$ cat config.mk
export PLATFORM = sky130hd
export DESIGN_NAME = display_scanner
export DESIGN_NICKNAME = d
export VERILOG_FILES = /design/src/hdl/graphics_pkg.sv /design/src/hdl/display_scanner.sv
export SDC_FILE = /design/constraint.sdc
export NUM_CORES = 1
export LEC_CHECK = 0
export BUFFER_PORTS_ARGS = -buffer_cell sky130_fd_sc_hd__buf_4
export CAP_MARGIN = 20
export CORE_MARGIN = 2
export CORE_UTILIZATION = 35
export CTS_BUF_LIST = sky130_fd_sc_hd__clkbuf_4
export DETAILED_ROUTE_END_ITERATION = 12
export PLACE_DENSITY = 0.7
export SYNTH_ARGS = -nofsm -noshare
export SYNTH_HDL_FRONTEND = slang
export SYNTH_SLANG_ARGS = --single-unit
export TNS_END_PERCENT = 10
$ cat constraint.sdc
create_clock -name clock -period 1.92 [get_ports clock]
set_input_delay 0 -clock clock [delete_from_list [all_inputs] [get_ports clock]]
set_output_delay 0 -clock clock [all_outputs]
set_load 0.02 [all_outputs]
$ cat src/hdl/graphics_pkg.sv
package graphics_pkg;

    // Command opcodes, first byte of every command
    typedef enum logic [7:0] {
        ASSIGN_COLOR = 8'h11,
        DRAW_SPRITE  = 8'h12,
        BUFFER_SHOW  = 8'h14
    } opcode_t;

    // Command decoder states
    typedef enum logic [2:0] {
        IDLE,
        COLOR_ARGS,
        SPRITE_ARGS,
        SPRITE_DATA,
        SKIP
    } decoder_state_t;

    // Visible area
    localparam int SCREEN_WIDTH  = 32;
    localparam int SCREEN_HEIGHT = 16;

    // Full raster including blanking
    localparam int LINE_TOTAL  = 40;
    localparam int FRAME_TOTAL = 20;

    // Sync placement, in columns and lines
    localparam int HSYNC_START  = 32;
    localparam int HSYNC_LENGTH = 4;
    localparam int VSYNC_START  = 16;
    localparam int VSYNC_LENGTH = 2;

    // Pixel address is row * 32 + column
    localparam int ADDRESS_WIDTH = 9;
    localparam int INDEX_WIDTH   = 4;

    // Y in 9:6, Cb in 5:3, Cr in 2:0
    localparam int COLOR_WIDTH = 10;

    // Counters to display outputs
    localparam int SCAN_LATENCY = 2;

endpackage

$ cat src/hdl/display_scanner.sv
`timescale 1ns/1ps

module display_scanner import graphics_pkg::*; (
    input  logic                     clock,
    input  logic                     arst_n,
    input  logic [COLOR_WIDTH-1:0]   lookup_color,
    output logic [ADDRESS_WIDTH-1:0] read_address,
    output logic                     frame_start,
    output logic                     pixel_valid,
    output logic                     hsync,
    output logic                     vsync,
    output logic [3:0]               pixel_y,
    output logic [2:0]               pixel_cb,
    output logic [2:0]               pixel_cr
);

    logic [$clog2(LINE_TOTAL)-1:0]  column;
    logic [$clog2(FRAME_TOTAL)-1:0] line;
    logic                           visible;
    logic                           hsync_now;
    logic                           vsync_now;
    logic [SCAN_LATENCY-1:0]        valid_delay;
    logic [SCAN_LATENCY-1:0]        hsync_delay;
    logic [SCAN_LATENCY-1:0]        vsync_delay;

    always_ff @(posedge clock or negedge arst_n) begin
        if (!arst_n) begin
            column <= '0;
            line   <= '0;
        end else if (column == LINE_TOTAL - 1) begin
            column <= '0;
            line   <= (line == FRAME_TOTAL - 1) ? '0 : line + 1'b1;
        end else begin
            column <= column + 1'b1;
        end
    end

    always_comb begin
        visible      = (column < SCREEN_WIDTH) && (line < SCREEN_HEIGHT);
        hsync_now    = (column >= HSYNC_START) && (column < HSYNC_START + HSYNC_LENGTH);
        vsync_now    = (line >= VSYNC_START) && (line < VSYNC_START + VSYNC_LENGTH);
        frame_start  = (column == '0) && (line == '0);
        read_address = visible ? {line[3:0], column[4:0]} : '0;
    end

    // Match the buffer read plus the palette lookup
    always_ff @(posedge clock or negedge arst_n) begin
        if (!arst_n) begin
            valid_delay <= '0;
            hsync_delay <= '0;
            vsync_delay <= '0;
        end else begin
            valid_delay <= {valid_delay[SCAN_LATENCY-2:0], visible};
            hsync_delay <= {hsync_delay[SCAN_LATENCY-2:0], hsync_now};
            vsync_delay <= {vsync_delay[SCAN_LATENCY-2:0], vsync_now};
        end
    end

    assign pixel_valid = valid_delay[SCAN_LATENCY-1];
    assign hsync       = hsync_delay[SCAN_LATENCY-1];
    assign vsync       = vsync_delay[SCAN_LATENCY-1];

    // Blank outside the visible area
    assign pixel_y  = pixel_valid ? lookup_color[9:6] : '0;
    assign pixel_cb = pixel_valid ? lookup_color[5:3] : '0;
    assign pixel_cr = pixel_valid ? lookup_color[2:0] : '0;

endmodule

Yosys cells after proc, flatten, opt, wreduce, memory -nomap -nowiden
Index checks and enable logic that the tools add are counted.
W data, S select, Z words.
{ "op_classes": {"n_addsub": 2, "multipliers": 0, "div": 0, "order_cmp": 6, "n_eq_ne": 2, "n_shift": 0, "muxes": 6, "n_bitwise": 0, "reduce_logical": 6} }
{ "ops": {"columns": ["op", "n"], "rows": [
  ["$lt A6 B6 Y1 const B", 2],
  ["$lt A5 B5 Y1 const B", 2],
  ["$mux W9", 1],
  ["$add A6 B1 Y6 const B", 1],
  ["$eq A6 B6 Y1 const B", 1],
  ["$ge A6 B6 Y1 const B", 1],
  ["$logic_not A6 Y1", 1],
  ["$mux W3", 2],
  ["$mux W6", 1],
  ["$add A5 B1 Y5 const B", 1],
  ["$eq A5 B5 Y1 const B", 1],
  ["$ge A5 B5 Y1 const B", 1],
  ["$logic_not A5 Y1", 1],
  ["$mux W5", 1],
  ["$logic_and A1 B1 Y1", 4],
  ["$mux W4", 1]
]} }
{ "word_totals": {"ff_bits": 17, "latch_bits": 0, "ram_bits": 0, "romBits": 0, "input_bits": 12, "out_inout_bits": 23, "memories": 0} }

Logic depth before layout (Yosys ltp)
{ "depth": {"word_depth": 3, "ltp_mapped": 4, "depth_no_buf": 4} }

Worst setup path before layout
Ideal clock, no wire load.
{ "synth_path": {"path_type": "flip-flop to flip-flop", "from": "register column[0]", "to": "register line[0]", "setup_ps": 125, "t_arrival_ps": 1293, "setup_slack_ps": 502, "path_stages_with_launch": 5, "path_buffers": 0, "period_less_slack_ps": 1418, "cell_sequence": "dfrtp_1 -> ha_1 -> and4bb_2 -> and2_4 -> mux2_2"} }
{ "synth_between": {"elab_chain_len": 1} }
{ "synth_rtl": {"columns": ["item", "line", "source"], "rows": [
  ["start, declared", "display_scanner.sv:17", "logic [$clog2(LINE_TOTAL)-1:0] column;"],
  ["start signal, assigned", "display_scanner.sv:34", "column <= column + 1'b1;"],
  ["$eq A6 B6 Y1", "display_scanner.sv:30", "end else if (column == LINE_TOTAL - 1) begin"],
  ["end signal, assigned", "display_scanner.sv:32", "line <= (line == FRAME_TOTAL - 1) ? '0 : line + 1'b1;"],
  ["end, declared", "display_scanner.sv:18", "logic [$clog2(FRAME_TOTAL)-1:0] line;"]
]} }
Every way passes these cells.
A chain may end at the register's enable or synchronous reset.

Final worst setup path
{ "layout_path": {"from": "register column[5]", "to": "output frame_start"} }
{ "layout_between": {"elab_chain_len": 2} }
{ "layout_rtl": {"columns": ["item", "line", "source"], "rows": [
  ["$logic_not A6 Y1", "display_scanner.sv:42", "frame_start = (column == '0) && (line == '0);"],
  ["$logic_and A1 B1 Y1", "display_scanner.sv:42", null],
  ["end, declared", "display_scanner.sv:8", "output logic frame_start,"]
]} }
Every way passes these cells.

==> results.py <==
metrics = {
    "layout": {
        "insertedDiodeCount": 0,
        "final_common_cell": "buf_4",
        "drive_gt1_share_pct": 35.2,
        "final_cell_mix": "buf_4, dfrtp_1, and2_1",
        "area_growth_pct": 36.8,
        "fin_util_pct": 49.1,
        "nNetsFinal": 139,
        "fin_area_sq_mm": 0.00118,
    },
    "setup_path": {
        "rrSetupSlack_ns": 0.40,
        "arrival_ns": 1.55,
        "critPathMaxFanout": 13,
        "worstReg2RegStart": "column[0]",
        "critPathCaptureType": "output port",
        "critPathLaunchType": "flip-flop",
        "r2r_end": "line[0]",
        "crit_required_ns": 1.92,
        "reg2regPathDepth": 4,
        "worstSetupPathType": "reg -> out",
        "cp-endpoint": "frame_start",
        "crit_start": "column[5]",
    },
    "logic_synthesis": {
        "yosysSeqAreaShare_pct": 49.2,
        "synth.distinct_cells": 27,
        "synth_area_leaders": "dfrtp_1, and2_1, ha_1",
        "syn_nets": 101,
        "netlist_area_sq_um": 865,
        "ys_warn_count": 0,
        "netlist_instances": 85,
        "synth_top_area_cell": "dfrtp_1",
        "syn_area_per_cell_sq_um": 10.2,
        "synth_seq_cells": 17,
        "synth_top_area_share_pct": 49.2,
    },
    "timing": {
        "setup_viol": 0,
        "period_minus_slack_ns": 1.55,
        "setup_tns_ns": 0,
        "max_freq_mhz": 646,
        "grt_setup_unrepaired": "no",
        "finalClockSkew_ns": 0.00122,
        "hold_viol": 0,
        "relSlewSlack_pct": 74.2,
        "period_share_pct": 80.7,
        "layout_setup_ws_ns": 0.371,
        "tightest_slew_ns": 0.387,
        "drv_slew": 0,
    },
    "global_route": {
        "grt.overflow.total": 0,
        "antenna_found_initial": 0,
        "grt_max_degree": 18,
        "met3_usage_pct": 2.78,
        "grt_pass1_vias": 679,
        "met2_usage_pct": 25.0,
        "grt_pass1_wl_mm": 2.72,
        "use_met1_pct": 13.0,
        "grt_usage_pct": 13.3,
        "grt-busiest-layer": "met2",
    },
    "clock_network": {
        "cts_resized": 0,
        "cts_made_buffers": 3,
        "ctsRootBufferMaster": "clkbuf_4",
        "clkTransAtPathRegs_ns": 0.09,
        "clock_latency_ns": 0.29,
        "cts.path.max_buffers": 2,
        "cts_tree": "built",
        "numClockSinks": 17,
        "cts_max_level": 1,
    },
    "power": {
        "p_sw_mw": 0.137,
        "p_int_mw": 0.487,
        "p_sw_share_pct": 22.0,
        "power.total_mw": 0.624,
        "peakVddDrop_mv": 0.371,
        "p_per_area_mw_per_mm2": 527,
        "power_frac_comb_pct": 10.2,
        "leakage_nw": 0.572,
        "p_seq_share_pct": 57.4,
        "clkPwrFrac_pct": 32.5,
    },
    "placed_design": {
        "dp_hpwl_mm": 1.38,
        "placed_area_sq_mm": 0.00114,
        "dp_slack_ns": 0.415,
        "gp_congestion": 0.825,
        "io_buffers": 34,
    },
    "worst_hold_path": {
        "hold_path_class": "in -> async",
    },
    "route": {
        "drc": 0,
        "post_drt_wl_per_cell_microns": 11.9,
        "num_vias": 746,
        "viasPerCell": 4.91,
        "postRouteAntennaNets": 0,
        "dr.pass1.iters": 6,
        "drt_wl_total_mm": 1.80,
        "drt_iter0_drc": 12,
    },
    "floorplan": {
        "die_y_microns": 53.7,
        "design.portCount": 35,
        "die_w_microns": 53.7,
        "core_sq_mm": 0.00241,
        "die_area_sq_mm": 0.00288,
        "initial_core_util_pct": 35.9,
        "placementRows": 18,
    },
    "job": {
        "drv_cap": 0,
    },
    "run_status": {
        "status": "finished clean",
    },
}
[sequential cells by signal, indices dropped and copies added (netlist names)]
name         count
column           6
line             5
hsync_delay      2
valid_delay      2
vsync_delay      2
[cell usage after synthesis (all sizes together)]
cell and count:
a211o 1, a21oi 1, a221o 1, a31oi 1, and2 16, and2b 1
and3 2, and4bb 1, buf 1, clkbuf 1, dfrtp 17, ha 4
inv 5, mux2 1, nand2 4, nand3 5, nand3b 1, nand4bb 1
nor2 5, nor3 7, o21ai 3, or3 1, or4 1, xnor2 2
xor2 2
[layer usage]
layer	vias to the layer above	routed length [microns]
met3	7	176
met4	0	53
met1	335	677
met2	42	895
met5	-	0
li1	362	-
[kinds of logic after synthesis]
kind of cell,synth area share [%]
buf+inv,3.91
compound gates,5.21
xor+xnor,4.05
simple gates,30.5
mux,1.30
fa+ha+maj,5.79
flops,49.2
[metrics by stage]
stage / hold WS [ns] / instances
detailed placement: -0.123 / 147
CTS: 0.0920 / 152
global placement: -0.127 / 147
floorplan: -0.296 / 85
global route: 0.104 / 152
finish: 0.0875 / 152
[critical path, stage by stage, from the launching register on]
cell,delay [ns]
dfrtp_1,0.53
nor2_1,0.33
nand3_1,0.12
nor2_1,0.13
buf_4,0.15
[power by group through the flow]
stage,Combinational (mW),Clock [mW],Sequential [mW]
floorplan,0.0225,0,0.365
global placement,0.0628,0,0.365
detailed placement,0.0633,0,0.365
CTS,0.0649,0.211,0.358
global route,0.0690,0.225,0.358
finish,0.0634,0.202,0.358
[worst min-delay path by stage]
stage / from / end / depth (start not counted)
3_3_place_gp: arst_n / line[1] / 1
4_1_cts: arst_n / column[0] / 2
3_5_place_dp: arst_n / line[1] / 1
6_report: arst_n / line[0] / 2
2_1_floorplan: arst_n / column[0] / 0
5_1_grt: arst_n / line[1] / 2
[timing repair]
item / 4_1_cts / 5_1_grt
hold buffers: 1 / 0
setup buffers: 0 / 0
hold endpoints to repair: 17 / 0
[cell type report]
class | count | area (sq um)
Inverter | 5 | 18.8
Multi-Input combinational cell | 61 | 405
Fill cell | 224 | 1230
Clock buffer | 4 | 30.0
Tap cell | 30 | 37.5
Sequential cell | 17 | 425
Timing Repair Buffer | 35 | 265
Power figures use the tool's default switching activity.
