**src/hdl/graphics_pkg.sv**
```systemverilog
package graphics_pkg;

    // Command opcodes, first byte of every command
    typedef enum logic [7:0] {
        ASSIGN_COLOR = 8'h11,
        DRAW_SPRITE  = 8'h12,
        BUFFER_SHOW  = 8'h14
    } opcode_t;

    // Command decoder states
    typedef enum logic [2:0] {
        IDLE,
        COLOR_ARGS,
        SPRITE_ARGS,
        SPRITE_DATA,
        SKIP
    } decoder_state_t;

    // Visible area
    localparam int SCREEN_WIDTH  = 32;
    localparam int SCREEN_HEIGHT = 16;

    // Full raster including blanking
    localparam int LINE_TOTAL  = 40;
    localparam int FRAME_TOTAL = 20;

    // Sync placement, in columns and lines
    localparam int HSYNC_START  = 32;
    localparam int HSYNC_LENGTH = 4;
    localparam int VSYNC_START  = 16;
    localparam int VSYNC_LENGTH = 2;

    // Pixel address is row * 32 + column
    localparam int ADDRESS_WIDTH = 9;
    localparam int INDEX_WIDTH   = 4;

    // Y in 9:6, Cb in 5:3, Cr in 2:0
    localparam int COLOR_WIDTH = 10;

    // Counters to display outputs
    localparam int SCAN_LATENCY = 2;

endpackage

```
**src/hdl/color_palette.sv**
```systemverilog
`timescale 1ns/1ps

module color_palette import graphics_pkg::*; (
    input  logic                   clock,
    input  logic                   arst_n,
    input  logic                   palette_write,
    input  logic [INDEX_WIDTH-1:0] palette_index,
    input  logic [COLOR_WIDTH-1:0] palette_color,
    input  logic [INDEX_WIDTH-1:0] read_index,
    output logic [COLOR_WIDTH-1:0] lookup_color
);

    logic [COLOR_WIDTH-1:0] entries [2**INDEX_WIDTH];

    // Table starts out black
    always_ff @(posedge clock or negedge arst_n) begin
        if (!arst_n) begin
            for (int i = 0; i < 2**INDEX_WIDTH; i++) begin
                entries[i] <= '0;
            end
        end else if (palette_write) begin
            entries[palette_index] <= palette_color;
        end
    end

    // Lookup is one clock behind the index
    always_ff @(posedge clock) begin
        lookup_color <= entries[read_index];
    end

endmodule

```
**config.mk**
```make
export PLATFORM = sky130hd
export DESIGN_NAME = color_palette
export DESIGN_NICKNAME = d
export VERILOG_FILES = /design/src/hdl/graphics_pkg.sv /design/src/hdl/color_palette.sv
export SDC_FILE = /design/constraint.sdc
export NUM_CORES = 1
export LEC_CHECK = 0
export ABC_CLOCK_PERIOD_IN_PS = 1300
export BUFFER_PORTS_ARGS = -buffer_cell sky130_fd_sc_hd__buf_2
export CAP_MARGIN = 40
export CORE_AREA = 2 2 158 114
export DETAILED_ROUTE_END_ITERATION = 8
export DIE_AREA = 0 0 160 116
export MAX_ROUTING_LAYER = met4
export SETUP_SLACK_MARGIN = 0.15
export SYNTH_ARGS = -nofsm -noshare
export SYNTH_HDL_FRONTEND = slang
export SYNTH_SLANG_ARGS = --single-unit
```
**constraint.sdc**
```tcl
create_clock -name clock -period 1.3 [get_ports clock]
set_input_delay 0.26 -clock clock [delete_from_list [all_inputs] [get_ports clock]]
set_output_delay 0.26 -clock clock [all_outputs]
set_load 0.01 [all_outputs]
```
# Word-level counts from Yosys, hierarchy flattened
# Index checks and enable logic that the tools add are counted.
[word_totals]
register_bits = 170
elab_cells = 29
output_inout_bits = 10
in_bits = 21
[op_classes]
n_mux = 6
magnitude_cmp = 3
reduce_logical = 1
bitwise_logic = 2
[op_table]
columns = ["cell", "count"]
rows = [
  ["$bwmux 160", 1],
  ["$bmux 10 s4", 1],
  ["$demux 10 s4", 1],
  ["$mux 10", 3],
  ["$ge 5x5->1 const B", 2],
  ["$not 4->5", 2],
  ["$lt 5x1->1 const B", 1],
  ["$logic_and 1x1->1", 1],
]

# Longest topological paths before layout
# Gate-level depths: netlist of run 1.
[depth]
word_depth = 6
ltp_mapped = 5

# Least setup slack after synthesis of run 1
# Ideal clock, no wire load.
[synth_timing]
kind = "in2reg"
startpoint = "input port read_index[0]"
endpoint = "register lookup_color[0]"
t_arrival_ps = 1427
path_slack_ps = -247
path_buffers = 2
path_stages = 5
path_cell_list = "clkbuf_1 -> buf_2 -> mux4_2 -> a22oi_1 -> nand2_1"
[synth_between]
elab_chain_len = 4
[synth_rtl]
columns = ["item", "line", "text"]
rows = [
  ["from (decl)", "color_palette.sv:9", "input logic [INDEX_WIDTH-1:0] read_index,"],
  ["$not 4->5 (implied by the code)", "color_palette.sv:28", "lookup_color <= entries[read_index];"],
  ["$bmux 10 s4", "color_palette.sv:28", ""],
  ["$mux 10 (implied by the code) (2 in series)", "color_palette.sv:28", ""],
  ["to (signal assigned)", "color_palette.sv:28", ""],
  ["to (decl)", "color_palette.sv:10", "output logic [COLOR_WIDTH-1:0] lookup_color"],
]
# Every way passes these cells. The select of a mux whose other input is x is not followed.
# A chain may end at the register's enable or synchronous reset.

# Worst setup path after layout of run 1
[layout_timing]
startpoint = "register entries[159] (netlist name)"
endpoint = "register lookup_color[9]"
[layout_between]
elab_chain_len = 3
[layout_rtl]
columns = ["item", "line", "text"]
rows = [
  ["from (decl)", "color_palette.sv:13", "logic [COLOR_WIDTH-1:0] entries [2**INDEX_WIDTH];"],
  ["from (signal, indexed assignment)", "color_palette.sv:22", "entries[palette_index] <= palette_color;"],
  ["$bmux 10 s4", "color_palette.sv:28", ""],
  ["$mux 10 (implied by the code) (2 in series)", "color_palette.sv:28", ""],
]
# Every way passes these cells. The select of a mux whose other input is x is not followed.

==> results of run 1 <==
-- metrics by stage --
| step | worst slack [ns] | utilization [%] | power [mW] |
|---|---|---|---|
| 3_3_place_gp | -0.436 | 51.2 | 9.98 |
| 2_1_floorplan | -0.194 | - | 9.24 |
| 3_5_place_dp | -0.426 | 51.3 | 10.1 |
| 6_report | 0.00843 | 56.1 | 15.4 |
| 5_1_grt | -0.0242 | 56.1 | 16.2 |
| 4_1_cts | 0.0128 | 55.4 | 15.5 |
-- worst paths after layout --
kind / start / end / slack (ns)
max: entries[159]$_DFFE_PN0P_ / lookup_color[9]$_DFF_P_ / 0.008
min: arst_n / entries[141]$_DFFE_PN0P_ / 0.22
max reg2reg: entries[159]$_DFFE_PN0P_ / lookup_color[9]$_DFF_P_ / 0.008
min reg2reg: entries[118]$_DFFE_PN0P_ / entries[118]$_DFFE_PN0P_ / 0.49
max in group asynchronous: arst_n / entries[146]$_DFFE_PN0P_ / 0.48
min in group clock: palette_color[8] / entries[118]$_DFFE_PN0P_ / 0.30
-- synth_stat cells --
cell type,count,share of area (%)
a22oi_1,20,2.0
buf_6,2,0.30
nand3b_1,2,0.20
dfrtp_1,160,53
dfxtp_1,10,2.7
mux2_2,149,22
nor2_1,1,0.050
mux2_4,10,2.0
nor3_4,6,1.3
or4_4,1,0.15
nor2b_1,2,0.17
nand3_1,2,0.13
nand2b_4,3,0.55
buf_2,7,0.46
buf_4,1,0.099
and2_1,1,0.083
buf_1,3,0.15
nor4_4,1,0.28
mux4_2,40,12
clkbuf_1,15,0.75
mux2_1,1,0.15
nand2_4,1,0.15
nor2_2,6,0.50
nand2_1,11,0.55
or3_1,2,0.17
-- power breakdown --
part	internal (mW)	switching, mW
Combinational	2.00	0.995
Clock	3.11	2.10
Sequential	6.55	0.667
-- area by class of cell --
type                       instances  area share, %
antenna                            1         0.0264
clock buffer                      20           4.81
clock inverter                    11           1.54
multi-input combinational        259           36.8
sequential                       170           44.4
tap                              231           3.05
timing repair buffer              82           9.31
-- timing repair --
| item | 4_1_cts | 5_1_grt |
|---|---|---|
| setup buffers | 0 | 3 |
| pin swaps | 2 | 5 |
| setup endpoints to repair | 16 | 44 |
| resized for setup | 18 | 14 |
| hold buffers | 1 | 0 |
| cloned | 0 | 1 |
| hold endpoints to repair | 160 | 0 |
-- flip-flops by register name, indices dropped and copies added, names as in the netlist --
register	count
lookup_color	10
entries	160
-- layer usage --
metal / share of wire [%] / routed length [um]
met1: 49 / 8510
met2: 44 / 7660
met3: 5.1 / 883
met4: 1.2 / 210
met5: 0 / 0
-- logic make-up (layout without fill, tap and decap cells) --
group / count (synthesis) / count (layout) / synth area share, %
other: 0 / 1 / 0
buffers and inverters: 28 / 113 / 1.76
DFF: 170 / 170 / 55.7
muxes: 200 / 200 / 36.3
AOI/OAI and AO/OA: 20 / 20 / 1.99
and+or+nand+nor: 39 / 39 / 4.26
-- worst max-delay path, stage by stage (launching register included) --
cell and delay, ns:
dfrtp_1 0.39, mux4_2 0.47, a22oi_2 0.22, nand2_1 0.09
-- cell usage in the layout (no fill, tap or decap) --
| cell | count |
|---|---|
| nand3_2 | 2 |
| nand2b_4 | 3 |
| clkbuf_1 | 1 |
| clkbuf_8 | 2 |
| a22oi_1 | 12 |
| bufinv_16 | 3 |
| clkbuf_16 | 18 |
| nor2_4 | 3 |
| mux2_2 | 95 |
| mux2_4 | 64 |
| nor2b_1 | 2 |
| nor2_1 | 1 |
| clkinvlp_4 | 2 |
| a22oi_2 | 8 |
| buf_6 | 12 |
| dlygate4sd3_1 | 1 |
| dfxtp_1 | 2 |
| buf_2 | 19 |
| mux4_2 | 40 |
| clkinv_2 | 3 |
| nand2_4 | 1 |
| nand2_1 | 10 |
| nand3b_1 | 2 |
| buf_12 | 20 |
| and2_1 | 1 |
| buf_4 | 29 |
| or4_4 | 1 |
| nand2_8 | 1 |
| mux2_1 | 1 |
| nor3_4 | 6 |
| nor4_4 | 1 |
| clkinv_4 | 3 |
| dfrtp_1 | 160 |
| diode_2 | 1 |
| nor2_2 | 3 |
| or3_1 | 2 |
| dfxtp_2 | 8 |
==> run metrics, run 1 <==
status finished, final reports clean; Worst setup EP type register; Final Skew 0.00856 ns; syn_area_per_cell 16.5 sq um; fin nets 551; All-Layer GR Usage 21.1%; met1 global-route usage 30.4%; FP Rows 40; vias per cell 5.56; DIE WIDTH 160 um; RSZ-0062 raised after global routing yes; CTS H-Tree Depth 4; max-cap viol count 0; core area 16900 sq um; latest clock arrival within the worst-skew pair 0.44 ns; Cell Count, Final, Fillers Out 774; share of cells above drive strength 1 64.0%; Req. time, crit path 1.61 ns; IO Port Bufs 30; Initial Util 44.6%; Post-DP Area 8690 sq um; root buffer cell clkbuf_16; final hold vios 0; grt met3 use 4.55%; Synth Instances 457; PwrDens 1630 nW/um^2; die area 18600 sq um; Mapped Nets 478; via count 4304; crit path DAT 1.61 ns; FF/Latch Area 4210 sq um; startpoint types register; Final setup viols 0; Max clock buf depth 2; CTS tree done; sequential area share after synthesis 55.7%; largest net degree at the start of global routing 45; reg2reg path depth 3; post-DP HPWL 11.5 mm; flop and latch count out of synthesis 170; VDD IR max 0.702 mV; Leak 4.11 nW; GR Overflow Total 0; initial DRC count 266; Placed Instances 737; Max FO, Critical Path 2; number of distinct library cells after synthesis 25; multi-input logic area 3500 sq um; mapped cell area 7550 sq um; Min Clock Period, post-route 1.29 ns; CTS Buf Count 17; vias in the first global route 4614; slew margin rel. 48.1%; critical path class register to register; clk sinks 170; GR peak layer met1; fill count 1362; Worst-Margin Slew 0.776 ns; Chip Height 116 um; clock slew at reported path FFs 0.07 ns; final worst-path cycle share 99.4%; first-pass GRT wire length 27.9 mm; Finished Cell Area 9490 sq um; initial antenna violation count 1; TNS Setup 0 ns; Wirelength per Cell 22.3 um; Hold Path Class input port to async pin; grt met2 use 30.3%; Syn. warnings 0; Slew Viols, Final 0; Post-Route WL 17.3 mm; DRC 0; antenna violation net count after detailed routing 0; worst hold margin 0.220 ns; area delta synth->final 25.7%; io pins 31; placer congestion estimate 0.769; drt first pass iters 4; fmax 0.774 GHz
Power figures use the tool's default switching activity.
==> run 2, diff against run 1 <==
--- a/config.mk
+++ b/config.mk
@@ -8,10 +8,11 @@
 export ABC_CLOCK_PERIOD_IN_PS = 1300
 export BUFFER_PORTS_ARGS = -buffer_cell sky130_fd_sc_hd__buf_2
 export CAP_MARGIN = 40
-export CORE_AREA = 2 2 158 114
+export CORE_AREA = 2 2 144 104
 export DETAILED_ROUTE_END_ITERATION = 8
-export DIE_AREA = 0 0 160 116
+export DIE_AREA = 0 0 146 106
 export MAX_ROUTING_LAYER = met4
+export PLACE_DENSITY = 0.71
 export SETUP_SLACK_MARGIN = 0.15
 export SYNTH_ARGS = -nofsm -noshare
 export SYNTH_HDL_FRONTEND = slang
==> run 2 against run 1 <==
Effect of this change:
- final area about the same
- cell count decreased by 4.7%
- sequential share of layout area about the same
- sequential power about the same
- power increased by 2.0%
- combinational power about the same
- utilization increased by 10 points
- register-to-register slack about the same
- clock skew increased by 0.0032 ns
- clock power increased by 5.6%
- worst hold slack improved by 0.059 ns
==> run metrics, run 2 (same netlist as run 1, synthesis figures left out) <==
final worst setup slack 0.00455 ns (-0.00389 ns); All-Layer GR Usage 23.6% (+2.5 points); die area 15500 sq um (-17%); ant diodes 0 (-1); max reg flops 160 (unchanged); Max clock buf depth 2 (unchanged); final worst-path cycle share 99.7% (+0.30 points); critical path class register to register; FP Rows 37 (-7.5%); startpoint types register; Worst-Margin Slew 0.816 ns (+0.0401 ns); Clock power frac 35.0% (+1.2 points); GR Overflow Total 0 (unchanged); largest net degree at the start of global routing 43 (-4.4%); Max FO, Critical Path 2 (unchanged); largest registers entries: 160 flops, lookup_color: 10 flops; clock slew at reported path FFs 0.07 ns (about the same); Final setup viols 0 (unchanged); latest clock arrival within the worst-skew pair 0.42 ns (-0.02 ns); final hold vios 0 (unchanged); slew margin rel. 45.5% (-2.7 points); CTS H-Tree Depth 4 (unchanged); Initial Util 52.9% (+8.3 points); Gate power share 19.1% (-0.3 points); placer congestion estimate 0.742 (-3.5%); initial antenna violation count 0 (-1); Reg power frac 45.9% (-0.9 points); Wirelength per Cell 22.9 um (+2.5%); Worst setup EP type register; RSZ-0062 raised after global routing yes; vias per cell 5.79 (+4.1%); core area 14300 sq um (-16%); CTS tree done; net switching power 3.84 mW (+2.1%); fmax 0.772 GHz (-0.30%); Finished Cell Area 9480 sq um (about the same); multi-input logic area 3540 sq um (+1.2%); antenna violation net count after detailed routing 0 (unchanged); fill count 991 (-27%); switching share of power 24.4% (+0.034 points); crit path DAT 1.59 ns (-0.02 ns); final core utilization 66.5% (+10 points); DIE WIDTH 146 um (-8.8%); Chip Height 106 um (-8.6%); via count 4272 (-0.74%); VDD IR max 0.938 mV (+34%); first-pass GRT wire length 26.8 mm (-4.0%); Req. time, crit path 1.59 ns (-0.02 ns); reg2reg path depth 3 (unchanged); Cell Int Power 11.9 mW (+1.9%); io pins 31 (unchanged); root buffer cell clkbuf_16; initial DRC count 237 (-11%); CTS Buf Count 17 (unchanged); post-DP HPWL 10.9 mm (-5.3%); area delta synth->final 25.6% (about the same); max-cap viol count 0 (unchanged); Leak 4.13 nW (+0.28%); Final Skew 0.0117 ns (+0.00315 ns); Hold Path Class input port to async pin; PwrDens 1660 nW/um^2 (+2.0%); Slew Viols, Final 0 (unchanged); most flop-heavy register entries; Post-Route WL 16.9 mm (-2.3%); Post-DP Area 8660 sq um (-0.35%); FF/Latch Area 4210 sq um (about the same); IO Port Bufs 30 (unchanged); DRC 0 (unchanged); clk sinks 170 (unchanged); share of cells above drive strength 1 64.8% (+0.80 points); Min Clock Period, post-route 1.30 ns (+0.00389 ns); status finished, final reports clean; vias in the first global route 4733 (+2.6%); commonest non-fill, non-tap cell in the layout dfrtp_1; pre-CTS setup slack -0.428 ns (-0.00208 ns); commonest cells after routing, fill and taps aside dfrtp_1, mux2_2, mux2_4, mux4_2, buf_4; fin nets 551 (unchanged); drt first pass iters 5 (+1)
[run 2: critical path: stages, from the launching register on]
cell and delay, ns:
dfrtp_1 0.38, mux4_2 0.50, a22oi_2 0.21, nand2_1 0.09
[run 2: cell type report]
type                       count  area share (%)
timing repair buffer          81            8.92
clock inverter                12            1.98
multi-input combinational    260            37.3
tap                          195            2.57
clock buffer                  20            4.82
sequential                   170            44.4
[run 2: per-stage QoR]
| stage | TNS [ns] | total power, mW | hold slack, ns | std cells |
|---|---|---|---|---|
| finish | 0 | 15.7 | 0.278 | 738 |
| global route | -0.0154 | 16.4 | 0.280 | 738 |
| CTS | 0 | 15.7 | 0.269 | 736 |
| detailed placement | -35.30 | 10.1 | 0.140 | 703 |
| global placement | -32.01 | 9.92 | 0.140 | 700 |
| floorplan | -15.86 | 9.24 | -0.0356 | 457 |
[run 2: worst paths after layout]
kind,start,to,slack [ns]
max in group asynchronous,arst_n,entries[11]$_DFFE_PN0P_,0.49
hold / removal,arst_n,entries[122]$_DFFE_PN0P_,0.28
setup / recovery,entries[19]$_DFFE_PN0P_,lookup_color[9]$_DFF_P_,0.005
min in group clock,palette_color[3],entries[103]$_DFFE_PN0P_,0.33
setup reg to reg,entries[19]$_DFFE_PN0P_,lookup_color[9]$_DFF_P_,0.005
hold reg to reg,entries[118]$_DFFE_PN0P_,entries[118]$_DFFE_PN0P_,0.50
[run 2: power by group through the flow]
| stage | sequential (mW) | combinational, mW | clock, mW |
|---|---|---|---|
| floorplan | 7.05 | 2.19 | 0 |
| global placement | 7.17 | 2.75 | 0 |
| detailed placement | 7.25 | 2.86 | 0 |
| CTS | 7.20 | 2.94 | 5.59 |
| global route | 7.35 | 3.24 | 5.82 |
| finish | 7.22 | 3.01 | 5.50 |
[run 2: per-layer routing]
layer / share of wire (%) / vias to the layer above / global-route usage (%)
li1: - / 1875 / -
met1: 47 / 2301 / 33.1
met2: 47 / 82 / 36.1
met3: 4.5 / 14 / 5.45
met4: 1.1 / 0 / 4.92
met5: 0 / - / -
[run 2: timing repair]
item | 4_1_cts | 5_1_grt
endpoints found under the hold margin | 73 | 0
hold buffers | 1 | 0
pin swaps | 1 | 2
gates resized for setup | 14 | 26
cloned | 0 | 1
endpoints found under the setup margin | 15 | 43
buffers inserted | 0 | 1
