**src/hdl/graphics_pkg.sv**
```systemverilog
package graphics_pkg;

    // Command opcodes, first byte of every command
    typedef enum logic [7:0] {
        ASSIGN_COLOR = 8'h11,
        DRAW_SPRITE  = 8'h12,
        BUFFER_SHOW  = 8'h14
    } opcode_t;

    // Command decoder states
    typedef enum logic [2:0] {
        IDLE,
        COLOR_ARGS,
        SPRITE_ARGS,
        SPRITE_DATA,
        SKIP
    } decoder_state_t;

    // Visible area
    localparam int SCREEN_WIDTH  = 32;
    localparam int SCREEN_HEIGHT = 16;

    // Full raster including blanking
    localparam int LINE_TOTAL  = 40;
    localparam int FRAME_TOTAL = 20;

    // Sync placement, in columns and lines
    localparam int HSYNC_START  = 32;
    localparam int HSYNC_LENGTH = 4;
    localparam int VSYNC_START  = 16;
    localparam int VSYNC_LENGTH = 2;

    // Pixel address is row * 32 + column
    localparam int ADDRESS_WIDTH = 9;
    localparam int INDEX_WIDTH   = 4;

    // Y in 9:6, Cb in 5:3, Cr in 2:0
    localparam int COLOR_WIDTH = 10;

    // Counters to display outputs
    localparam int SCAN_LATENCY = 2;

endpackage

```
**src/hdl/command_decoder.sv**
```systemverilog
`timescale 1ns/1ps

module command_decoder import graphics_pkg::*; (
    input  logic                   clock,
    input  logic                   arst_n,
    input  logic [7:0]             cmd_data,
    input  logic                   cmd_last,
    input  logic                   cmd_valid,
    output logic                   cmd_ready,
    output logic                   sprite_start,
    output logic [7:0]             sprite_x,
    output logic [7:0]             sprite_y,
    output logic [5:0]             sprite_width,
    output logic [INDEX_WIDTH-1:0] sprite_offset,
    output logic [7:0]             sprite_data,
    output logic                   sprite_data_valid,
    input  logic                   sprite_data_ready,
    input  logic                   sprite_busy,
    output logic                   palette_write,
    output logic [INDEX_WIDTH-1:0] palette_index,
    output logic [COLOR_WIDTH-1:0] palette_color,
    output logic                   swap_request
);

    decoder_state_t   state;
    opcode_t          opcode;
    logic [1:0]       operand_count;
    logic             started;
    logic             transfer;
    logic [3:0]       color_y;

    assign opcode   = opcode_t'(cmd_data);
    assign transfer = cmd_valid && cmd_ready;

    // Sprite data bytes pass straight through to the engine
    assign sprite_data       = cmd_data;
    assign sprite_data_valid = cmd_valid && (state == SPRITE_DATA);

    always_comb begin
        case (state)
            // Hold new commands until pending pixel writes are done
            IDLE:        cmd_ready = started && !sprite_busy;
            SPRITE_DATA: cmd_ready = sprite_data_ready;
            default:     cmd_ready = 1'b1;
        endcase
    end

    always_ff @(posedge clock or negedge arst_n) begin
        if (!arst_n) begin
            state         <= IDLE;
            operand_count <= '0;
            started       <= 1'b0;
            palette_write <= 1'b0;
            sprite_start  <= 1'b0;
            swap_request  <= 1'b0;
        end else begin
            started       <= 1'b1;
            palette_write <= 1'b0;
            sprite_start  <= 1'b0;
            swap_request  <= 1'b0;
            if (transfer) begin
                case (state)
                    IDLE: begin
                        operand_count <= '0;
                        case (opcode)
                            ASSIGN_COLOR: state <= cmd_last ? IDLE : COLOR_ARGS;
                            DRAW_SPRITE:  state <= cmd_last ? IDLE : SPRITE_ARGS;
                            BUFFER_SHOW: begin
                                swap_request <= 1'b1;
                                state        <= cmd_last ? IDLE : SKIP;
                            end
                            // Unknown opcode, discard the rest
                            default:      state <= cmd_last ? IDLE : SKIP;
                        endcase
                    end
                    COLOR_ARGS: begin
                        operand_count <= operand_count + 2'd1;
                        if (operand_count == 2'd2) begin
                            palette_write <= 1'b1;
                            state         <= cmd_last ? IDLE : SKIP;
                        end else if (cmd_last) begin
                            state <= IDLE;
                        end
                    end
                    SPRITE_ARGS: begin
                        operand_count <= operand_count + 2'd1;
                        if (operand_count == 2'd3) begin
                            sprite_start <= 1'b1;
                            state        <= cmd_last ? IDLE : SPRITE_DATA;
                        end else if (cmd_last) begin
                            state <= IDLE;
                        end
                    end
                    SPRITE_DATA, SKIP: begin
                        if (cmd_last) begin
                            state <= IDLE;
                        end
                    end
                    default: state <= IDLE;
                endcase
            end
        end
    end

    // Operand capture
    always_ff @(posedge clock) begin
        if (transfer && state == COLOR_ARGS) begin
            case (operand_count)
                2'd0:    palette_index <= cmd_data[3:0];
                2'd1:    color_y <= cmd_data[3:0];
                default: palette_color <= {color_y, cmd_data[5:0]};
            endcase
        end
        if (transfer && state == SPRITE_ARGS) begin
            case (operand_count)
                2'd0:    sprite_x <= cmd_data;
                2'd1:    sprite_y <= cmd_data;
                2'd2:    sprite_width <= cmd_data[5:0];
                default: sprite_offset <= cmd_data[3:0];
            endcase
        end
    end

endmodule

```
**config.mk**
```make
export PLATFORM = sky130hd
export DESIGN_NAME = command_decoder
export DESIGN_NICKNAME = d
export VERILOG_FILES = /design/src/hdl/graphics_pkg.sv /design/src/hdl/command_decoder.sv
export SDC_FILE = /design/constraint.sdc
export NUM_CORES = 1
export LEC_CHECK = 0
export BUFFER_PORTS_ARGS = -buffer_cell sky130_fd_sc_hd__buf_2
export CORE_MARGIN = 4
export CORE_UTILIZATION = 45
export CTS_CLUSTER_DIAMETER = 50
export DETAILED_ROUTE_END_ITERATION = 8
export PLACE_DENSITY = 0.75
export SYNTH_ARGS = -nofsm -noshare
export SYNTH_HDL_FRONTEND = slang
export SYNTH_SLANG_ARGS = --single-unit
```
**constraint.sdc**
```tcl
create_clock -name clock -period 2.03 [get_ports clock]
set_input_delay 0.3045 -clock clock [delete_from_list [all_inputs] [get_ports clock]]
set_output_delay 0.3045 -clock clock [all_outputs]
set_load 0.02 [all_outputs]
```
Word level (Yosys, flattened, before mapping)
Index checks and enable logic that the tools add are counted.
{"block": "word_totals", "rom_bits": 0, "register_bits": 53, "out_inout_bits": 53, "word_cells": 67, "mem_count": 0, "input_bits": 14, "ramBits": 0, "latch_bits": 0}
{"block": "classes", "magnitude_cmp": 0, "div_mod_pow": 0, "eq_ne": 10, "n_shift": 0, "n_addsub": 1, "reduce_logical": 21, "bitwise_logic": 2, "mul": 0, "mux": 20}
{"operator": "8-bit by 5-bit equality test with 1-bit output (second input constant)", "count": 3}
{"operator": "2-bit AND reduction", "count": 8}
{"operator": "3-bit two-way mux", "count": 4}
{"operator": "3-bit one-hot mux with 4 select lines", "count": 1}
{"operator": "1-bit two-way mux", "count": 10}
{"operator": "3-bit by 2-bit equality test with 1-bit output (second input constant)", "count": 2}
{"operator": "3-bit one-hot mux with 2 select lines", "count": 1}
{"operator": "2-bit OR reduction", "count": 3}
{"operator": "1-bit logical AND", "count": 5}
{"operator": "2-bit equality test (second input constant)", "count": 2}
{"operator": "2-bit two-way mux", "count": 2}
{"operator": "2-bit one-hot mux with 2 select lines", "count": 1}
{"operator": "3-bit by 1-bit equality test with 1-bit output (second input constant)", "count": 1}
{"operator": "3-bit equality test (second input constant)", "count": 1}
{"operator": "3-bit zero test", "count": 1}
{"operator": "3-bit OR reduction", "count": 1}
{"operator": "2-bit by 1-bit adder with 2-bit output (second input constant)", "count": 1}
{"operator": "2-bit by 1-bit equality test with 1-bit output (second input constant)", "count": 1}
{"operator": "2-bit zero test", "count": 1}
{"operator": "1-bit NOT", "count": 2}
{"operator": "1-bit one-hot mux with 2 select lines", "count": 1}
{"operator": "2-bit nonzero test", "count": 1}
{"operator": "1-bit zero test", "count": 1}

Depth between registers and ports, before layout
Gate-level depths: netlist of run 1.
{"block": "logic_depth", "ltp_word": 6, "mapped_depth": 6, "ltp_nobuf": 6}

Worst setup path after synthesis of run 1
Ideal clock, no wire load.
{"block": "synth_timing", "path_type": "reg-to-reg", "from": "reg state[1]", "to": "reg palette_color[0] (enable)", "path_stages_with_launch": 5, "setup_time_ns": 0.392, "path_slack_ns": -0.107, "required_time_ns": 1.638, "path_buffers": 2, "synth_period_minus_slack_ns": 2.137, "arrival_ns": 1.745, "path_cell_list": "dfrtp_1 buf_2 buf_6 and4bb_2 nor3b_1"}
{"block": "synth_via", "elab_chain_cells": 5, "elab_cells_between_ends": 7, "cone_classes": "eq/ne: 2; mux: 1; reduce/logical: 4"}
{"item": "start, declared", "line": "command_decoder.sv:25", "source": "decoder_state_t state;"}
{"item": "start signal, assigned", "line": "command_decoder.sv:66", "source": "ASSIGN_COLOR: state <= cmd_last ? IDLE : COLOR_ARGS;"}
{"item": "start signal, assigned", "line": "command_decoder.sv:67", "source": "DRAW_SPRITE: state <= cmd_last ? IDLE : SPRITE_ARGS;"}
{"item": "start signal, assigned", "line": "command_decoder.sv:70", "source": "state <= cmd_last ? IDLE : SKIP;"}
{"item": "3-bit by 2-bit equality test with 1-bit output or 3-bit zero test (tied branches)", "line": "command_decoder.sv:40", "source": "case (state)"}
{"item": "1-bit one-hot mux with 2 select lines", "line": "command_decoder.sv:40"}
{"item": "1-bit logical AND", "line": "command_decoder.sv:33", "source": "assign transfer = cmd_valid && cmd_ready;"}
{"item": "1-bit logical AND *", "line": "command_decoder.sv:107", "source": "if (transfer && state == COLOR_ARGS) begin"}
{"item": "2-bit AND reduction (no source line) *"}
{"item": "end signal, assigned", "line": "command_decoder.sv:111", "source": "default: palette_color <= {color_y, cmd_data[5:0]};"}
{"item": "end, declared", "line": "command_decoder.sv:21", "source": "output logic [COLOR_WIDTH-1:0] palette_color,"}
Mark *: on every way between the ends. The rest lies on a longest branch, timed or not.
A chain may end at the register's enable or synchronous reset.

Final worst setup path of run 1
{"block": "layout_timing", "from": "reg state[1]", "to": "out cmd_ready"}
{"block": "layout_via", "elab_chain_cells": 2, "elab_cells_between_ends": 3, "cone_classes": "eq/ne: 1; mux: 1; reduce/logical: 1"}
{"item": "3-bit by 2-bit equality test with 1-bit output or 3-bit zero test (tied branches)", "line": "command_decoder.sv:40"}
{"item": "1-bit one-hot mux with 2 select lines *", "line": "command_decoder.sv:40"}
{"item": "end, declared", "line": "command_decoder.sv:9", "source": "output logic cmd_ready,"}
Marks and branches as above.

==> metrics.md, run 1 <==
| Metric | Value |
|---|---|
| Final setup TNS | `0 ns` |
| Core area | `4440 um^2` |
| Clock Skew | `0.00808 ns` |
| Part of the power in registers | `0.586` |
| Synth Area in Compound Gates | `0.0650` |
| Clock share of power | `0.339` |
| Worst path required time | `1.73 ns` |
| Max Clock Freq | `530 MHz` |
| Cell Area, Synth | `2120 um^2` |
| DRC violations left | `0` |
| Max Cap Viol | `0` |
| Fin crit share | `0.929` |
| Critical Path Start | `state[1]` |
| Worst reg-to-reg setup slack | `0.25 ns` |
| Switching part of the total | `0.218` |
| # nets final | `215` |
| Register area share after synthesis | `0.730` |
| Yosys top cell by area | `edfxtp_1` |
| Port bufs | `66` |
| Cell area after placement | `2440 um^2` |
| Inst Count DP | `240` |
| Largest net degree at the start of global routing | `18` |
| Count of cell types in the netlist | `41` |
| CTS Root Cell | `clkbuf_8` |
| CP cell instances | `nand2_1 > a2bb2oi_2 > or2_2 > buf_2` |
| Finished Layout Cells | `249` |
| Slowest CP cell | `dfrtp_1` |
| Top cells by area, synth | `edfxtp_1 62%, dfrtp_1 11%, ha_1 3.0%, buf_4 2.8%, and2_1 2.4%` |
| Die area | `5870 um^2` |
| Vias | `1331` |
| Synthesized-area fraction occupied by adder cells | `0.0296` |
| Share of cells above drive strength 1 | `0.431` |
| Synth top area share | `0.624` |
| Area growth from synthesis to layout | `21.3%` |
| CP Max Fanout | `13` |
| Avg Cell Area, Syn | `15.9 um^2` |
| N_diodes | `0` |
| Die H | `76.6 um` |
| Pwr Density | `806 nW/um^2` |
| Hold slack | `0.236 ns` |
| Minimum clock period | `1.89 ns` |
| Slowest cell delay on critical path | `0.56 ns` |
| Combinational share of power | `0.075` |
| Worst r2r src | `state[1]` |
| First-pass GRT wire length | `6490 um` |
| XOR/XNOR Fraction of Synth Area | `0.00414` |
| Clock tree buffer depth | `2` |
| Top delay family on crit path | `flip-flops` |
| Internal power | `0.00162 W` |
| Vias per inst | `5.35` |
| Async set-reset flop share out of synthesis | `0.170` |
| 1st-iter DRT viols | `116` |
| Post-synthesis mux area share | `0` |
| Mapped Nets | `152` |
| Clk sink count | `53` |
| Leakage Power | `1.04 nW` |
| Hold_sp | `cmd_data[7]` |
| First-pass iteration count of the detailed router | `5` |
| Finished Cell Area | `2570 um^2` |
| Clk_lat worst skew | `0.30 ns` |
| Final RePlAce weighted congestion | `0.893` |
| Simple-gate area share of the yosys netlist | `0.122` |
| IR drop worst, VDD | `0.326 mV` |
| Sw Pwr | `0.000452 W` |
| Initial Util | `0.476` |
| GRT overflow | `0` |
| Yosys warns | `0` |
| Clock-pin slew of the registers on the worst-case setup and hold paths | `0.09 ns` |
| Drt total wl | `4120 um` |
| DIE WIDTH | `76.6 um` |
| Final Hold Viols | `0` |
| Final HPWL DP | `2970 um` |
| Initial antenna violation count | `0` |
| #FFs+latches synth | `53` |
| TritonCTS Buffers | `5` |
| Slew Limit Fails | `0` |
| Crit Path Class | `register to output pin` |
| Run status | `finished, final reports clean` |
| Arrival @ worst endpoint | `1.58 ns` |
| Tot GR Track Use | `0.141` |
| # rows | `24` |
| Number of flops mapped to enable cells by yosys | `44` |
| Detail Route Antenna Nets | `0` |
| Setup Buffers After CTS | `0` |
| Top-Level Pins | `67` |
| Crit path buf inv count | `1` |
| Ys flop type | `edfxtp_1` |
| Unrepaired setup endpoints after global routing | `false` |
| Number of global-route vias before repair | `1214` |
| Main combinational cell family by area after synthesis | `simple AND/OR/NAND/NOR gates` |
| Class of the worst hold path | `input pin to register` |
| Cells after Synth | `133` |
| Critical Path Source Type | `register` |
| Final setup fails | `0` |
| Avg WL per Cell | `16.5 um` |
| Critical Path End Type | `output pin` |
| Total power | `0.00207 W` |
| Htree depth | `2` |
| CTS tree | `built` |
routing by layer:
metal,wire (um),GRT usage
met5,0,0
met4,21,0.0272
met3,365,0.0437
met2,1940,0.222
met1,1790,0.193
synthesized netlist by cell type, types with 3 or more instances:
master    count
and2_1        8
buf_4         8
dfrtp_1       9
edfxtp_1     44
ha_1          5
inv_1         3
nand2_1       6
nor2_1        3
nor3_1        3
nor3b_1       3
worst paths after layout:
path                       cells after the start                to
min in group asynchronous                      2     palette_write
min                                            1       sprite_y[7]
min reg2reg                                    0  palette_color[9]
max                                            4         cmd_ready
max in group asynchronous                      2          state[0]
max reg2reg                                    3       sprite_x[1]
timing repair:
action	CTS	global route
endpoints found under the setup margin	0	1
endpoints found under the hold margin	9	0
hold buffers	1	0
gates resized for setup	0	1
power by group through the flow:
| stage | Combinational [W] | Sequential (W) | Clock, W |
|---|---|---|---|
| floorplan | 0.000103 | 0.00123 | 0 |
| global placement | 0.000149 | 0.00124 | 0 |
| detailed placement | 0.000153 | 0.00124 | 0 |
| CTS | 0.000155 | 0.00121 | 0.000707 |
| global route | 0.000171 | 0.00121 | 0.000771 |
| finish | 0.000155 | 0.00121 | 0.000701 |
per-stage QoR:
stage / utilization / worst slack [ns]
final: 0.578 / 0.145
after global routing: 0.578 / 0.0253
after CTS: 0.577 / 0.0814
after detailed placement: 0.550 / 0.272
after global placement: 0.550 / 0.346
after floorplan: - / 0.252
cell families after synthesis:
logic type,count (synthesis)
and+or+nand+nor,40
adders and majority gates,5
DFF,53
AOI/OAI and AO/OA,17
xor gates and xnor gates,1
other,1
buffers and inverters,16
cell usage in the layout, fill, tap and decap left out, drive strengths merged, types with 2 or more instances in the layout:
| master | count |
|---|---|
| buf | 68 |
| edfxtp | 44 |
| dfrtp | 9 |
| and2 | 8 |
| nand2 | 6 |
| ha | 5 |
| clkbuf | 5 |
| inv | 4 |
| nor3 | 4 |
| nor2 | 3 |
| nor3b | 3 |
| a221o | 3 |
| nand2b | 2 |
| or2 | 2 |
| nand3 | 2 |
| nor4 | 2 |
| nand3b | 2 |
| o21ai | 2 |
| a21oi | 2 |
flip-flops by register name (all words and copies together) (netlist names):
| name | flops |
|---|---|
| state | 3 |
| operand_count | 2 |
| palette_index | 4 |
| sprite_x | 8 |
| sprite_y | 8 |
| palette_color | 10 |
| sprite_width | 6 |
| sprite_start | 1 |
| color_y | 4 |
| swap_request | 1 |
| sprite_offset | 4 |
| palette_write | 1 |
| started | 1 |
final cells by class:
type	count	area, um^2
fillers	334	1880
flip-flops and latches	53	1550
multi-input cells	64	475
repair buffers	69	355
clock buffers	5	68.8
well taps	52	65.1
clock inverters	3	43.8
inverters	3	11.3
No activity file was read; power rests on OpenSTA's default activity.
==> run 2: changes to the inputs <==
==> constraint.sdc (replaced) <==
create_clock -name clock -period 2.03 [get_ports clock]
set_input_delay 0.1015 -clock clock [delete_from_list [all_inputs] [get_ports clock]]
set_output_delay 0.1015 -clock clock [all_outputs]
set_load 0.02 [all_outputs]
==> run 2 against run 1 <==
Compared with the run above:
- hold slack got worse by 0.20 ns
- total power decreased by 6.0%
- setup slack improved by 0.087 ns
- global-route usage increased by 0.35 points
- combinational power about the same
- via count decreased by 2.2%
- first-iteration DRC count decreased by 47%
- final cell count increased by 0.80%
- die area unchanged
- non-clock buffer count increased by 2
- clock skew decreased by 0.0022 ns
- clock power decreased by 17%
- critical endpoint unchanged
- highest routed layer unchanged
==> metrics.md, run 2 (same netlist as run 1, synthesis figures left out) <==
| Metric | Value |
|---|---|
| Clock Skew | `0.00586 ns` |
| Clk_lat worst skew | `0.30 ns` |
| Worst r2r src | `state[0]` |
| Max FFs per register | `10` |
| Run status | `finished, final reports clean` |
| Pwr Density | `760 nW/um^2` |
| Most common cell after layout, fill and taps aside | `buf_2` |
| Hold_sp | `cmd_data[6]` |
| Crit Path Class | `register to output pin` |
| Most flops, register | `palette_color` |
| Drt total wl | `4160 um` |
| Max Cap Viol | `0` |
| PostCTS Resize Cnt | `0` |
| DRC violations left | `0` |
| Top-Level Pins | `67` |
| Worst path required time | `1.93 ns` |
| First-pass iteration count of the detailed router | `4` |
| Critical Path End Type | `output pin` |
| Unrepaired setup endpoints after global routing | `false` |
| Commonest cells after routing, fill and taps aside | `66 x buf_2, 44 x edfxtp_1, 9 x dfrtp_1` |
| CP Max Fanout | `9` |
| DIE WIDTH | `76.6 um` |
| Initial antenna violation count | `0` |
| # nets final | `217` |
| Critical Path Source Type | `register` |
| Htree depth | `2` |
| Final setup TNS | `0 ns` |
| # rows | `24` |
| Critical path endpoint | `cmd_ready` |
| Final core occ | `0.576` |
| Final HPWL DP | `3010 um` |
| IR drop worst, VDD | `0.329 mV` |
| TritonCTS Buffers | `5` |
| 1st-iter DRT viols | `62` |
| Final RePlAce weighted congestion | `0.829` |
| CTS tree | `built` |
| Largest net degree at the start of global routing | `18` |
| Fin crit share | `0.886` |
| Worst reg-to-reg setup slack | `0.44 ns` |
| Number of global-route vias before repair | `1263` |
| Clock-pin slew of the registers on the worst-case setup and hold paths | `0.09 ns` |
| Tot GR Track Use | `0.144` |
| Slew Limit Fails | `0` |
| Clk sink count | `53` |
| Max Clock Freq | `556 MHz` |
| Die area | `5870 um^2` |
| Final setup fails | `0` |
| Critical Path Start | `state[0]` |
| Core area | `4440 um^2` |
| Class of the worst hold path | `input pin to register` |
| Minimum clock period | `1.80 ns` |
| Area growth from synthesis to layout | `20.9%` |
| Largest registers | `palette_color x10, sprite_x x8, sprite_y x8` |
| First-pass GRT wire length | `6620 um` |
| Fill cell count | `371` |
| Share of cells above drive strength 1 | `0.432` |
| CTS Root Cell | `clkbuf_8` |
| Final Hold Viols | `0` |
| Reg2Reg Capture Point | `sprite_x[4]` |
| Worst r2r path cells | `2` |
| Place WS | `0.416 ns` |
| Arrival @ worst endpoint | `1.70 ns` |
| Setup WS post-layout | `0.231 ns` |
| Detail Route Antenna Nets | `0` |
| Port bufs | `66` |
| Die H | `76.6 um` |
| Vias per inst | `5.19` |
| Clock tree buffer depth | `2` |
| Leakage Power | `1.04 nW` |
| Avg WL per Cell | `16.6 um` |
| GRT overflow | `0` |
| Initial Util | `0.476` |
| Vias | `1302` |
| N_diodes | `0` |
-- run 2: cell count changes in the layout (fill, tap and decap cells not counted), sizes merged --
| cell | previous run | this run |
|---|---|---|
| bufinv | 1 | 0 |
| clkinvlp | 0 | 1 |
| buf | 68 | 70 |
-- run 2: worst min-delay path by stage --
stage                       end  cells past startpoint
5_1_grt             sprite_y[6]                      1
6_report            sprite_y[6]                      1
3_3_place_gp            started                      1
3_5_place_dp            started                      1
2_1_floorplan  operand_count[0]                      0
4_1_cts             sprite_x[7]                      1
-- run 2: area by class of cell --
class / count / area [um^2] / share of cell area
Timing Repair Buffer: 71 / 370 / 0.145
Inverter: 3 / 11.3 / 0.00440
Tap cell: 52 / 65.1 / 0.0254
Multi-Input combinational cell: 64 / 475 / 0.186
Clock inverter: 3 / 21.3 / 0.00831
Sequential cell: 53 / 1550 / 0.604
Clock buffer: 5 / 68.8 / 0.0269
-- run 2: worst max-delay path: stages, from the launching register on --
cell,delay [ns]
dfrtp_1,0.47
buf_4,0.20
nor2_1,0.18
a2bb2oi_2,0.11
or2_2,0.28
buf_2,0.16
-- run 2: layer usage --
layer | part of all wire | up-vias | global-route usage
met5 | 0 | - | 0
met4 | 0.0075 | 0 | 0.0326
met3 | 0.075 | 4 | 0.0461
met2 | 0.48 | 66 | 0.226
met1 | 0.44 | 614 | 0.197
li1 | - | 618 | -
-- run 2: where the power goes --
group | switching (W) | internal, W | leakage (nW) | total, W
combinational | 0.0000951 | 0.0000622 | 0.481 | 0.000157
sequential | 0.0000199 | 0.00119 | 0.511 | 0.00121
clock | 0.000336 | 0.000245 | 0.0445 | 0.000581
total | 0.000451 | 0.00149 | 1.04 | 0.00194
-- run 2: stage by stage --
stage / cell area (um^2) / std cells / power, W / hold slack [ns]
6_report: 2560 / 251 / 0.00194 / 0.0324
5_1_grt: 2560 / 251 / 0.00202 / 0.0290
3_3_place_gp: 2460 / 242 / 0.00138 / -0.0226
3_5_place_dp: 2460 / 242 / 0.00139 / -0.0197
2_1_floorplan: 2120 / 133 / 0.00133 / -0.194
4_1_cts: 2560 / 251 / 0.00196 / 0.0448
-- run 2: repair_timing --
action                                  in CTS  in global routing
endpoints found under the setup margin       0                  0
hold endpoints to repair                     9                  0
buffers inserted                             0                  0
hold buffers                                 1                  0
